## config.mk

```make
export PLATFORM = sky130hd
export DESIGN_NAME = lockstep_top
export DESIGN_NICKNAME = d
export VERILOG_FILES = /design/src/lockstep_pkg.sv /design/src/delay_line.sv /design/src/accum_core.sv /design/src/shadow_path.sv /design/src/lockstep_compare.sv /design/src/lockstep_top.sv
export SDC_FILE = /design/constraint.sdc
export NUM_CORES = 1
export LEC_CHECK = 0
export ABC_AREA = 1
export BUFFER_PORTS_ARGS = -buffer_cell sky130_fd_sc_hd__buf_2
export CAP_MARGIN = 25
export CORE_UTILIZATION = 63
export DETAILED_ROUTE_END_ITERATION = 7
export PLACE_DENSITY = 0.83
export SYNTH_ARGS = -nofsm -noshare
export SYNTH_HDL_FRONTEND = slang
export SYNTH_SLANG_ARGS = --single-unit
export TNS_END_PERCENT = 30
```

## constraint.sdc

```tcl
create_clock -name clk_i -period 3.88 [get_ports clk_i]
set_input_delay 0.388 -clock clk_i [delete_from_list [all_inputs] [get_ports clk_i]]
set_output_delay 0.388 -clock clk_i [all_outputs]
set_load 0.02 [all_outputs]
```

## src/lockstep_pkg.sv

```systemverilog
package lockstep_pkg;

  // Accumulator and operand width, the top level has to agree with it
  parameter int unsigned DataWidth = 32;

  // Width of the saturating mismatch counter
  parameter int unsigned MismatchCntW = 8;

  //////////////////////////////
  // Core opcodes
  //////////////////////////////

  typedef enum logic [1:0] {
    OP_ADD  = 2'b00,
    OP_SUB  = 2'b01,
    OP_XOR  = 2'b10,
    OP_LOAD = 2'b11
  } core_op_e;

  //////////////////////////////
  // Core interface structs
  //////////////////////////////

  // One instruction as seen by the core in a cycle
  typedef struct packed {
    logic                 valid;
    core_op_e             op;
    logic [DataWidth-1:0] operand;
  } core_in_t;

  // Registered core outputs, compared bit for bit by the checker
  typedef struct packed {
    logic                 result_valid;
    logic                 zero;
    logic [DataWidth-1:0] acc;
  } core_out_t;

endpackage

```

## src/delay_line.sv

```systemverilog
`timescale 1ns/1ps

module delay_line #(
  parameter int unsigned Depth = 2,
  parameter int unsigned Width = 8
) (
  input  logic             clk_i,
  input  logic             rst_ni,
  input  logic [Width-1:0] d_i,
  output logic [Width-1:0] q_o
);

  // Stage 0 takes the input, the last stage drives the output
  logic [Width-1:0] stage_q [Depth];

  always_ff @(posedge clk_i or negedge rst_ni) begin
    if (!rst_ni) begin
      for (int unsigned i = 0; i < Depth; i++) begin
        stage_q[i] <= '0;
      end
    end else begin
      stage_q[0] <= d_i;
      for (int unsigned i = 1; i < Depth; i++) begin
        stage_q[i] <= stage_q[i-1];
      end
    end
  end

  assign q_o = stage_q[Depth-1];

endmodule

```

## src/accum_core.sv

```systemverilog
`timescale 1ns/1ps

module accum_core (
  input  logic                   clk_i,
  input  logic                   rst_ni,
  input  lockstep_pkg::core_in_t instr_i,
  output lockstep_pkg::core_out_t out_o
);

  logic [lockstep_pkg::DataWidth-1:0] acc_d;
  logic [lockstep_pkg::DataWidth-1:0] acc_q;
  logic                               valid_q;
  logic                               zero_d;
  logic                               zero_q;

  //////////////////////////////
  // Execute
  //////////////////////////////

  // Accumulator only moves on a valid instruction
  always_comb begin
    acc_d = acc_q;
    if (instr_i.valid) begin
      case (instr_i.op)
        lockstep_pkg::OP_ADD: begin
          acc_d = acc_q + instr_i.operand;
        end
        lockstep_pkg::OP_SUB: begin
          acc_d = acc_q - instr_i.operand;
        end
        lockstep_pkg::OP_XOR: begin
          acc_d = acc_q ^ instr_i.operand;
        end
        lockstep_pkg::OP_LOAD: begin
          acc_d = instr_i.operand;
        end
        default: begin
          acc_d = acc_q;
        end
      endcase
    end
  end

  // Flag follows the value the accumulator is about to take
  assign zero_d = (acc_d == '0);

  //////////////////////////////
  // State
  //////////////////////////////

  always_ff @(posedge clk_i or negedge rst_ni) begin
    if (!rst_ni) begin
      acc_q   <= '0;
      valid_q <= 1'b0;
      // Accumulator clears to zero, so the flag starts set
      zero_q  <= 1'b1;
    end else begin
      acc_q   <= acc_d;
      valid_q <= instr_i.valid;
      zero_q  <= zero_d;
    end
  end

  assign out_o.result_valid = valid_q;
  assign out_o.zero         = zero_q;
  assign out_o.acc          = acc_q;

endmodule

```

## src/shadow_path.sv

```systemverilog
`timescale 1ns/1ps

module shadow_path #(
  parameter int unsigned LockstepOffset = 2
) (
  input  logic                    clk_i,
  input  logic                    rst_ni,
  input  lockstep_pkg::core_in_t  core_in_i,
  output lockstep_pkg::core_out_t shadow_out_o,
  output logic                    cmp_enable_o
);

  // Counter must hold LockstepOffset-1, one bit is the floor
  localparam int unsigned CntW = (LockstepOffset > 1) ? $clog2(LockstepOffset) : 1;
  localparam int unsigned InW  = $bits(lockstep_pkg::core_in_t);

  //////////////////////////////
  // Shadow reset
  //////////////////////////////

  logic [CntW-1:0] rst_cnt_d;
  logic [CntW-1:0] rst_cnt_q;
  logic            rst_set_d;
  logic            rst_set_q;
  logic            enable_cmp_q;

  // Stop counting once the offset has elapsed
  assign rst_set_d = (rst_cnt_q == CntW'(LockstepOffset - 1));
  assign rst_cnt_d = rst_set_d ? rst_cnt_q : rst_cnt_q + 1'b1;

  always_ff @(posedge clk_i or negedge rst_ni) begin
    if (!rst_ni) begin
      rst_cnt_q    <= '0;
      rst_set_q    <= 1'b0;
      enable_cmp_q <= 1'b0;
    end else begin
      rst_cnt_q    <= rst_cnt_d;
      rst_set_q    <= rst_set_d;
      // Compare starts the cycle after the shadow core leaves reset
      enable_cmp_q <= rst_set_q;
    end
  end

  assign cmp_enable_o = enable_cmp_q;

  //////////////////////////////
  // Input delay and core
  //////////////////////////////

  logic [InW-1:0]          instr_bits;
  logic [InW-1:0]          instr_dly_bits;
  lockstep_pkg::core_in_t  instr_dly;
  lockstep_pkg::core_out_t core_out;
  lockstep_pkg::core_out_t shadow_out_q;

  assign instr_bits = core_in_i;

  delay_line #(
    .Depth(LockstepOffset),
    .Width(InW)
  ) u_instr_dly (
    .clk_i (clk_i),
    .rst_ni(rst_ni),
    .d_i   (instr_bits),
    .q_o   (instr_dly_bits)
  );

  assign instr_dly = lockstep_pkg::core_in_t'(instr_dly_bits);

  accum_core u_shadow_core (
    .clk_i  (clk_i),
    .rst_ni (rst_set_q),
    .instr_i(instr_dly),
    .out_o  (core_out)
  );

  // One extra register stage on the shadow outputs
  always_ff @(posedge clk_i) begin
    shadow_out_q <= core_out;
  end

  assign shadow_out_o = shadow_out_q;

endmodule

```

## src/lockstep_compare.sv

```systemverilog
`timescale 1ns/1ps

module lockstep_compare (
  input  logic                                  clk_i,
  input  logic                                  rst_ni,
  input  logic                                  cmp_enable_i,
  input  lockstep_pkg::core_out_t               shadow_out_i,
  input  lockstep_pkg::core_out_t               core_out_i,
  output logic                                  alert_major_o,
  output logic                                  alert_latched_o,
  output logic [lockstep_pkg::MismatchCntW-1:0] mismatch_cnt_o
);

  logic                                  mismatch;
  logic                                  latched_q;
  logic [lockstep_pkg::MismatchCntW-1:0] cnt_d;
  logic [lockstep_pkg::MismatchCntW-1:0] cnt_q;

  //////////////////////////////
  // Compare
  //////////////////////////////

  // Any differing bit counts, gated until the shadow core is running
  assign mismatch = cmp_enable_i & (shadow_out_i != core_out_i);

  // Saturate at all ones
  assign cnt_d = (mismatch && (cnt_q != '1)) ? cnt_q + 1'b1 : cnt_q;

  //////////////////////////////
  // Alert state
  //////////////////////////////

  always_ff @(posedge clk_i or negedge rst_ni) begin
    if (!rst_ni) begin
      latched_q <= 1'b0;
      cnt_q     <= '0;
    end else begin
      latched_q <= latched_q | mismatch;
      cnt_q     <= cnt_d;
    end
  end

  assign alert_major_o   = mismatch;
  assign alert_latched_o = latched_q;
  assign mismatch_cnt_o  = cnt_q;

endmodule

```

## src/lockstep_top.sv

```systemverilog
`timescale 1ns/1ps

module lockstep_top #(
  parameter int unsigned LockstepOffset = 2,
  parameter int unsigned DataWidth      = lockstep_pkg::DataWidth
) (
  input  logic                                  clk_i,
  input  logic                                  rst_ni,
  input  lockstep_pkg::core_in_t                core_in_i,
  input  lockstep_pkg::core_out_t               core_out_i,
  output logic                                  alert_major_o,
  output logic                                  alert_latched_o,
  output logic [lockstep_pkg::MismatchCntW-1:0] mismatch_cnt_o
);

  // Accumulator plus result_valid and zero
  localparam int unsigned CoreOutW = DataWidth + 2;

  lockstep_pkg::core_out_t shadow_out;
  lockstep_pkg::core_out_t core_out_dly;
  logic                    cmp_enable;
  logic [CoreOutW-1:0]     core_out_bits;
  logic [CoreOutW-1:0]     core_out_dly_bits;

  shadow_path #(
    .LockstepOffset(LockstepOffset)
  ) u_shadow_path (
    .clk_i       (clk_i),
    .rst_ni      (rst_ni),
    .core_in_i   (core_in_i),
    .shadow_out_o(shadow_out),
    .cmp_enable_o(cmp_enable)
  );

  // Main core outputs wait one extra stage for the shadow output register
  assign core_out_bits = core_out_i;

  delay_line #(
    .Depth(LockstepOffset + 1),
    .Width(CoreOutW)
  ) u_core_out_dly (
    .clk_i (clk_i),
    .rst_ni(rst_ni),
    .d_i   (core_out_bits),
    .q_o   (core_out_dly_bits)
  );

  assign core_out_dly = lockstep_pkg::core_out_t'(core_out_dly_bits);

  lockstep_compare u_compare (
    .clk_i          (clk_i),
    .rst_ni         (rst_ni),
    .cmp_enable_i   (cmp_enable),
    .shadow_out_i   (shadow_out),
    .core_out_i     (core_out_dly),
    .alert_major_o  (alert_major_o),
    .alert_latched_o(alert_latched_o),
    .mismatch_cnt_o (mismatch_cnt_o)
  );

endmodule

```

==> results by group, run 1 <==
Yosys
  – Register area share after synthesis: 52.86%
  – Synth area leaders: dfrtp_1, nand2_1, inv_1
  – Synth area leader: dfrtp_1
  – Synth Register Bits: 252
  – Syn avg cell area: 8.625 um2
  – Most frequent cell after synthesis: nand2_1
  – Ys flop type: dfrtp_1
  – Net count after synthesis: 1451
  – Synth Instances: 1346
  – Commonest cells post-synth: nand2_1, dfrtp_1, inv_1
  – Asr flop ratio synth: 86.51%
  – Unique cell type count in the Yosys netlist: 46
  – Top-area cell type share of the netlist area: 46.77%
  – Mapped cell area: 11610 um2
  – Number of flops mapped to enable cells by yosys: 0
  – Synth warnings: 0

Timing
  – Count of final max-slew check failures: 0
  – Max Clk Rate: 249.6 MHz
  – Final setup skew: 0.02612 ns
  – Slew @ Worst Pin: 0.5924 ns
  – Setup-failing EPs final: 1
  – Fin. Hold Viols: 0
  – Final setup margin: -0.1268 ns
  – Setup TNS: -0.1268 ns
  – Rel. slew slack: 60.50%
  – Min cycle time layout: 4.007 ns
  – Crit share post-route: 103.3%

Routing
  – Post-route ant nets: 0
  – Vias/cell: 5.964
  – DRT Pass-1 Iters: 8
  – DRC: 29
  – Via count: 10870
  – DR WL/cell: 22.23 um
  – Routed WL: 40510 um
  – First DRT Iteration DRCs: 1391

Clock tree
  – CTS buffer count: 24
  – Root buffer cell: clkbuf_16
  – TritonCTS clock tree: done
  – H-Tree Depth: 1
  – Clk Latency, worst-skew pair: 0.54 ns
  – Clock transition at path regs: 0.08 ns
  – Clock Path Buffers: 3
  – TritonCTS Sinks: 252

Finish
  – Layout cells sized above 1: 21.66%
  – # diodes: 0
  – Nets: 1682
  – Area of the multi-input gates: 4787 um2
  – Fillers: 980
  – Non-Filler Instances: 1822
  – Finished Cell Area: 14630 um2
  – Final Util: 81.19%
  – Layout area overhead: 26.05%
  – Seq. cell area: 6137 um2

Outcome
  – Failing checks: design-rule violations, negative setup slack
  – Status: finished with violations

Floorplan
  – Floorplan Core Area: 18020 um2
  – Row cnt: 49
  – DIE AREA: 18980 um2
  – Die H: 137.8 um
  – DIE WIDTH: 137.8 um
  – I/O pin total: 81
  – Starting Density: 64.41%

Power
  – Clock Power Share: 29.1%
  – VDD IR max: 0.0005803 V
  – Int Power: 5362 uW
  – Seq pwr share: 38.4%
  – Pwr Density: 585.3 nW/um2
  – Combinational power share: 32.5%
  – Psw: 3204 uW
  – Sw Share: 37.41%
  – P_leak: 0.007509 uW

Worst setup path
  – Crit-path max FO: 5
  – Endpoint class of the critical path: flip-flop
  – Slowest CP cell: ha_2
  – Worst path cell trace: inv_1 > nand3_1 > nor2_2 > nand2_2 > nor2_2 > a31oi_1 > xor2_1 > ha_2 > nand2_2 > nor2_2 > inv_1 > nor2_1 > nand4_1 > nand3_1 > nand2_1 > nand3_1 > nand2_1 > nand2_1 > nand3_1 > nor2_4 > nand3_1 > nor2_2
  – Most frequent CP cell: nand3_1
  – FF-to-FF Start: u_shadow_path.u_instr_dly.q_o[2]
  – Worst path bufs/invs: 2
  – Reg2reg end: u_shadow_path.u_shadow_core.zero_q
  – CP Class: flip-flop to flip-flop
  – CP Launch Type: flip-flop
  – Worst r2r path cells: 22
  – FF-to-FF setup slack: -0.13 ns
  – CP Depth: 22
  – CP peak stage delay: 0.44 ns
  – Critical Path RT: 4.35 ns
  – Top delay family on crit path: simple AND/OR/NAND/NOR gates
  – Worst EP arrival: 4.47 ns

GRT
  – Antenna violations before repair: 0
  – First-pass GRT wire length: 59920 um
  – Largest net degree at the start of global routing: 114
  – Gr usage total: 43.35%
  – Vias in the first global route: 10540
  – Grt total ovfl: 0

Placement
  – Buffers on Ports: 80
  – Post-DP Area: 12740 um2
  – Hpwl dp: 22290 um
  – Inst Count DP: 1703
  – Routability cong.: 0.9750
  – Pre-CTS WS: 0.1865 ns

Job
  – Max-Cap Viols: 0

Min path
  – Hold WC Path Type: flip-flop to async pin
layout make-up:
class | count | area share (%)
inverters | 233 | 5.976
clock buffers | 31 | 4.702
flip-flops and latches | 252 | 41.94
multi-input cells | 839 | 32.71
clock inverters | 11 | 0.8635
repair buffers | 227 | 11.85
well taps | 229 | 1.958
cells by family (layout without fill, tap and decap cells):
| family | Yosys count | after routing | share of synthesized area [%] |
|---|---|---|---|
| other | 1 | 1 | 0.03230 |
| xor gates and xnor gates | 75 | 75 | 5.658 |
| and+or+nand+nor | 616 | 616 | 23.35 |
| DFF | 252 | 252 | 52.86 |
| AOI/OAI and AO/OA | 113 | 113 | 5.830 |
| adders and majority gates | 34 | 34 | 3.729 |
| buffers and inverters | 255 | 502 | 8.535 |
placed cells by master (no fill, tap or decap), types with 27 or more instances in the layout:
cell type / netlist / final
nand2_1: 346 / 329
nor2_1: 73 / 60
inv_1: 214 / 212
ha_1: 33 / 27
dfrtp_1: 217 / 217
xor2_1: 52 / 52
buf_4: 2 / 73
nand3_1: 100 / 92
buf_2: 9 / 79
nand2_2: 23 / 40
dfxtp_1: 34 / 34
dlygate4sd3_1: 0 / 70
flip-flops by register name, indices dropped and copies added, names as in the netlist:
name and cells:
u_core_out_dly.stage_q 68, u_shadow_path.u_instr_dly.stage_q 35, u_core_out_dly.q_o 34, u_shadow_path.u_instr_dly.q_o 35, u_shadow_path.shadow_out_o 34, u_shadow_path.u_shadow_core.acc_q 32
u_compare.mismatch_cnt_o 8, u_shadow_path.cmp_enable_o 1, u_shadow_path.rst_cnt_q 1, u_shadow_path.rst_set_q 1, u_compare.alert_latched_o 1, u_shadow_path.u_shadow_core.valid_q 1
u_shadow_path.u_shadow_core.zero_q 1
per-layer routing:
layer  vias to the layer above  global-route usage [%]  share of wire [%]
met5                         -                       0                  0
met4                         0                   19.14                6.4
met3                       289                   12.91                 12
met2                       880                   67.11                 44
met1                      5053                   56.60                 37
li1                       4644                       -                  -
worst max path at each step:
stage	startpoint	endpoint	slack (ns)
finish	u_shadow_path.u_instr_dly.q_o[2]	u_shadow_path.u_shadow_core.zero_q	-0.13
global route	u_shadow_path.u_instr_dly.q_o[2]	u_shadow_path.u_shadow_core.zero_q	-0.08
CTS	u_shadow_path.u_instr_dly.q_o[0]	u_shadow_path.u_shadow_core.zero_q	0.16
detailed placement	u_shadow_path.u_instr_dly.q_o[0]	u_shadow_path.u_shadow_core.zero_q	0.19
global placement	u_shadow_path.u_instr_dly.q_o[0]	u_shadow_path.u_shadow_core.zero_q	0.22
floorplan	u_shadow_path.u_instr_dly.q_o[0]	u_shadow_path.u_shadow_core.zero_q	0.74
power by group through the flow:
stage | sequential [uW] | clock (uW) | combinational (uW)
2_1_floorplan | 3170 | 0 | 1540
3_3_place_gp | 3230 | 0 | 2320
3_5_place_dp | 3250 | 0 | 2380
4_1_cts | 3220 | 2400 | 2480
5_1_grt | 3290 | 2580 | 3030
6_report | 3290 | 2490 | 2790
through the flow:
| step | hold slack [ns] | total power [uW] |
|---|---|---|
| global route | 0.06795 | 8897 |
| floorplan | 0.09241 | 4705 |
| finish | 0.06683 | 8566 |
| detailed placement | 0.03009 | 5624 |
| CTS | 0.02341 | 8105 |
| global placement | 0.02465 | 5546 |
repair_timing:
| item | in CTS | in global routing |
|---|---|---|
| setup endpoints to repair | 0 | 12 |
| gates resized for setup | 0 | 90 |
| buffers inserted | 0 | 6 |
| hold endpoints to repair | 69 | 6 |
| hold buffers | 69 | 1 |
Note: power is estimated with default switching activity, not from simulation.
==> run 2: changes to the inputs <==
--- a/config.mk
+++ b/config.mk
@@ -10,8 +10,9 @@
 export CAP_MARGIN = 25
 export CORE_UTILIZATION = 63
 export DETAILED_ROUTE_END_ITERATION = 7
-export PLACE_DENSITY = 0.83
+export PLACE_DENSITY = 0.82
 export SYNTH_ARGS = -nofsm -noshare
 export SYNTH_HDL_FRONTEND = slang
+export SYNTH_HIERARCHICAL = 1
 export SYNTH_SLANG_ARGS = --single-unit
 export TNS_END_PERCENT = 30
==> results by group, run 2 <==
Min path
  – Hold WC Path Type: flip-flop to flip-flop (was flip-flop to async pin)
  – Hold path depth: 0
  – Hold path endpoint: u_core_out_dly/stage_q[61]
  – HP Start: u_core_out_dly/stage_q[95]

Power
  – P_leak: 0.007359 uW (was 0.007509 uW)
  – VDD IR max: 0.0004798 V (was 0.0005803 V)
  – Psw: 2954 uW (was 3204 uW)
  – Pwr Density: 567.5 nW/um2 (was 585.3 nW/um2)
  – Clock Power Share: 30.5% (was 29.1%)
  – Combinational power share: 29.9% (was 32.5%)
  – Seq pwr share: 39.6% (was 38.4%)
  – Sw Share: 36.20% (was 37.41%)
  – Int Power: 5207 uW (was 5362 uW)

Floorplan
  – DIE WIDTH: 141.3 um (was 137.8 um)
  – DIE AREA: 19970 um2 (was 18980 um2)
  – Die H: 141.3 um (was 137.8 um)
  – Row cnt: 50 (was 49)
  – Starting Density: 64.73% (was 64.41%)
  – I/O pin total: 81 (unchanged)
  – Floorplan Core Area: 18890 um2 (was 18020 um2)

Clock tree
  – TritonCTS clock tree: done (unchanged)
  – Clock Path Buffers: 3 (unchanged)
  – Clock transition at path regs: 0.06 ns (was 0.08 ns)
  – H-Tree Depth: 1 (unchanged)
  – Clk Latency, worst-skew pair: 0.55 ns (was 0.54 ns)
  – CTS buffer count: 25 (was 24)
  – TritonCTS Sinks: 252 (unchanged)
  – Root buffer cell: clkbuf_16 (unchanged)

Outcome
  – Failing checks: design-rule violations (was design-rule violations, negative setup slack)
  – Status: finished with violations (unchanged)

GRT
  – First-pass GRT wire length: 54950 um (was 59920 um)
  – Gr usage total: 36.55% (was 43.35%)
  – Antenna violations before repair: 1 (was 0)
  – Vias in the first global route: 10200 (was 10540)
  – Largest net degree at the start of global routing: 108 (was 114)
  – Grt total ovfl: 0 (unchanged)

Timing
  – Unrepaired setup endpoints after global routing: true
  – Count of final max-slew check failures: 0 (unchanged)
  – Final setup margin: 0.03946 ns (was -0.1268 ns)
  – Final setup skew: 0.01892 ns (was 0.02612 ns)
  – Fin. Hold Viols: 0 (unchanged)
  – Rel. slew slack: 30.24% (was 60.50%)
  – Slew @ Worst Pin: 1.046 ns (was 0.5924 ns)
  – Setup-failing EPs final: 0 (was 1)
  – Min cycle time layout: 3.841 ns (was 4.007 ns)
  – Max Clk Rate: 260.4 MHz (was 249.6 MHz)
  – Crit share post-route: 98.98% (was 103.3%)

Yosys
  – Most frequent cell after synthesis: nand2_1 (unchanged)
  – Compound-Gate Fraction of Synth Area: 5.249% (was 5.830%)
  – Synth Area in XOR/XNOR: 4.655% (was 5.658%)
  – Syn avg cell area: 8.469 um2 (was 8.625 um2)
  – Mapped cell area: 12230 um2 (was 11610 um2)
  – Synth area leaders: dfrtp_1, nand2_1, inv_1 (unchanged)
  – Simple-Gate Fraction of Synth Area: 23.99% (was 23.35%)
  – Unique cell type count in the Yosys netlist: 52 (was 46)
  – Synth Instances: 1444 (was 1346)
  – Commonest cells post-synth: nand2_1, inv_1, dfrtp_1 (was nand2_1, dfrtp_1, inv_1)
  – Ys flop type: dfrtp_1 (unchanged)
  – Asr flop ratio synth: 86.51% (unchanged)
  – Post-synthesis mux area share: 0% (unchanged)
  – Register area share after synthesis: 50.18% (was 52.86%)
  – Net count after synthesis: 1549 (was 1451)
  – Number of flops mapped to enable cells by yosys: 0 (unchanged)
  – Synth area leader: dfrtp_1 (unchanged)
  – Post-Synth Adder-Cell Area: 3.540% (was 3.729%)
  – Largest family of logic cells by synthesized area: simple AND/OR/NAND/NOR gates (unchanged)
  – Synth warnings: 6 (was 0)
  – Top-area cell type share of the netlist area: 44.40% (was 46.77%)
  – Synth Register Bits: 252 (unchanged)

Worst setup path
  – Most frequent CP cell: nand2_2 (was nand3_1)
  – FF-to-FF setup slack: 0.04 ns (was -0.13 ns)
  – Worst r2r path cells: 28 (was 22)
  – Critical Path RT: 4.36 ns (was 4.35 ns)
  – Worst EP arrival: 4.32 ns (was 4.47 ns)
  – CP peak stage delay: 0.39 ns (was 0.44 ns)
  – FF-to-FF Start: u_shadow_path/u_instr_dly/q_o[1] (was u_shadow_path.u_instr_dly.q_o[2])
  – CP Class: flip-flop to flip-flop (unchanged)
  – Slowest CP cell: dfrtp_1 (was ha_2)
  – Crit-path max FO: 4 (was 5)
  – Endpoint class of the critical path: flip-flop (unchanged)
  – Reg2reg end: u_shadow_path/u_shadow_core/zero_q (was u_shadow_path.u_shadow_core.zero_q)
  – CP Launch Type: flip-flop (unchanged)

Finish
  – Final Util: 76.12% (was 81.19%)
  – # diodes: 0 (unchanged)
  – Most frequent cells in the layout: nand2_1, inv_1, dfrtp_1 (was nand2_1, dfrtp_1, inv_1)
  – Layout cells sized above 1: 16.53% (was 21.66%)
  – Seq. cell area: 6137 um2 (unchanged)
  – Area of the multi-input gates: 4793 um2 (was 4787 um2)
  – Reg with most FFs: u_core_out_dly/stage_q (was u_core_out_dly.stage_q)
  – Nets: 1671 (was 1682)
  – Commonest non-fill, non-tap cell in the layout: nand2_1 (unchanged)
  – Max reg flops: 68 (unchanged)
  – Layout area overhead: 17.60% (was 26.05%)
  – Fillers: 1268 (was 980)

Job
  – Max-Cap Viols: 0 (unchanged)

Placement
  – Pre-CTS WS: 0.05213 ns (was 0.1865 ns)
  – Buffers on Ports: 80 (unchanged)
  – Routability cong.: 0.9503 (was 0.9750)
  – Hpwl dp: 21500 um (was 22290 um)

Routing
  – First DRT Iteration DRCs: 1365 (was 1391)
  – Via count: 10310 (was 10870)
  – Routed WL: 35640 um (was 40510 um)
  – DRC: 6 (was 29)
  – DR WL/cell: 19.32 um (was 22.23 um)
  – Post-route ant nets: 0 (unchanged)
  – DRT Pass-1 Iters: 8 (unchanged)
  – Vias/cell: 5.589 (was 5.964)
==> run 2: cell families (layout without fill, tap and decap cells) <==
| family | count (synthesis) | after routing |
|---|---|---|
| other cells | 1 | 1 |
| simple gates | 660 | 660 |
| compound gates | 109 | 109 |
| xor+xnor | 65 | 65 |
| flops | 252 | 252 |
| fa+ha+maj | 34 | 34 |
| buf+inv | 323 | 464 |
==> run 2: stage by stage <==
| step | instances | total power, uW | setup TNS, ns | area, um2 | hold WS, ns |
|---|---|---|---|---|---|
| floorplan | 1444 | 4703 | 0 | 12230 | 0.09241 |
| detailed placement | 1719 | 5390 | 0 | 12550 | 0.3347 |
| global placement | 1719 | 5332 | 0 | 12550 | 0.3312 |
| finish | 1845 | 8161 | 0 | 14380 | 0.3344 |
| CTS | 1836 | 7936 | 0 | 14110 | 0.3459 |
| global route | 1845 | 8561 | -0.1815 | 14380 | 0.3407 |
==> run 2: power by group through the flow <==
stage	sequential [uW]	clock (uW)	combinational, uW
floorplan	3130	0	1570
global placement	3210	0	2120
detailed placement	3230	0	2160
CTS	3200	2490	2250
global route	3250	2620	2700
finish	3230	2490	2440
==> run 2: final cells by class <==
class | instances | area share, %
timing repair buffer | 187 | 9.849
multi-input combinational | 869 | 33.33
tap | 260 | 2.262
clock inverter | 13 | 1.001
inverter | 231 | 6.047
clock buffer | 33 | 4.837
sequential | 252 | 42.67
==> run 2: critical path: cells and delay by family (launching register included) <==
| family | cells | cell delay [ns] |
|---|---|---|
| xor gates and xnor gates | 1 | 0.15 |
| DFF | 1 | 0.39 |
| AOI/OAI and AO/OA | 1 | 0.07 |
| buffers and inverters | 2 | 0.17 |
| adders and majority gates | 2 | 0.55 |
| and+or+nand+nor | 22 | 2.44 |
==> run 2: layer usage <==
layer | vias to the layer above | global-route usage (%) | wire (um)
li1 | 4666 | - | -
met1 | 4738 | 48.70 | 14160
met2 | 718 | 58.68 | 16240
met3 | 190 | 7.965 | 3518
met4 | 0 | 14.53 | 1726
met5 | - | 0 | 0
==> run 2: worst max-delay path by stage <==
stage	cells past startpoint	endpoint	slack, ns	start
after floorplan	31	u_shadow_path/u_shadow_core/zero_q	0.57	u_shadow_path/u_instr_dly/q_o[1]
final	28	u_shadow_path/u_shadow_core/zero_q	0.04	u_shadow_path/u_instr_dly/q_o[1]
after CTS	28	u_shadow_path/u_shadow_core/zero_q	0.01	u_shadow_path/u_instr_dly/q_o[1]
after global placement	26	u_shadow_path/u_shadow_core/zero_q	0.15	u_shadow_path/u_instr_dly/q_o[1]
after detailed placement	28	u_shadow_path/u_shadow_core/zero_q	0.05	u_shadow_path/u_instr_dly/q_o[1]
after global routing	27	u_shadow_path/u_shadow_core/zero_q	-0.18	u_shadow_path/u_instr_dly/q_o[1]
==> run 2: timing repair <==
action,4_1_cts,5_1_grt
endpoints found under the setup margin,1,9
gates cloned,0,0
setup buffers,1,8
hold buffers,70,0
endpoints found under the hold margin,132,0
gates resized for setup,2,55
pin swaps,1,19
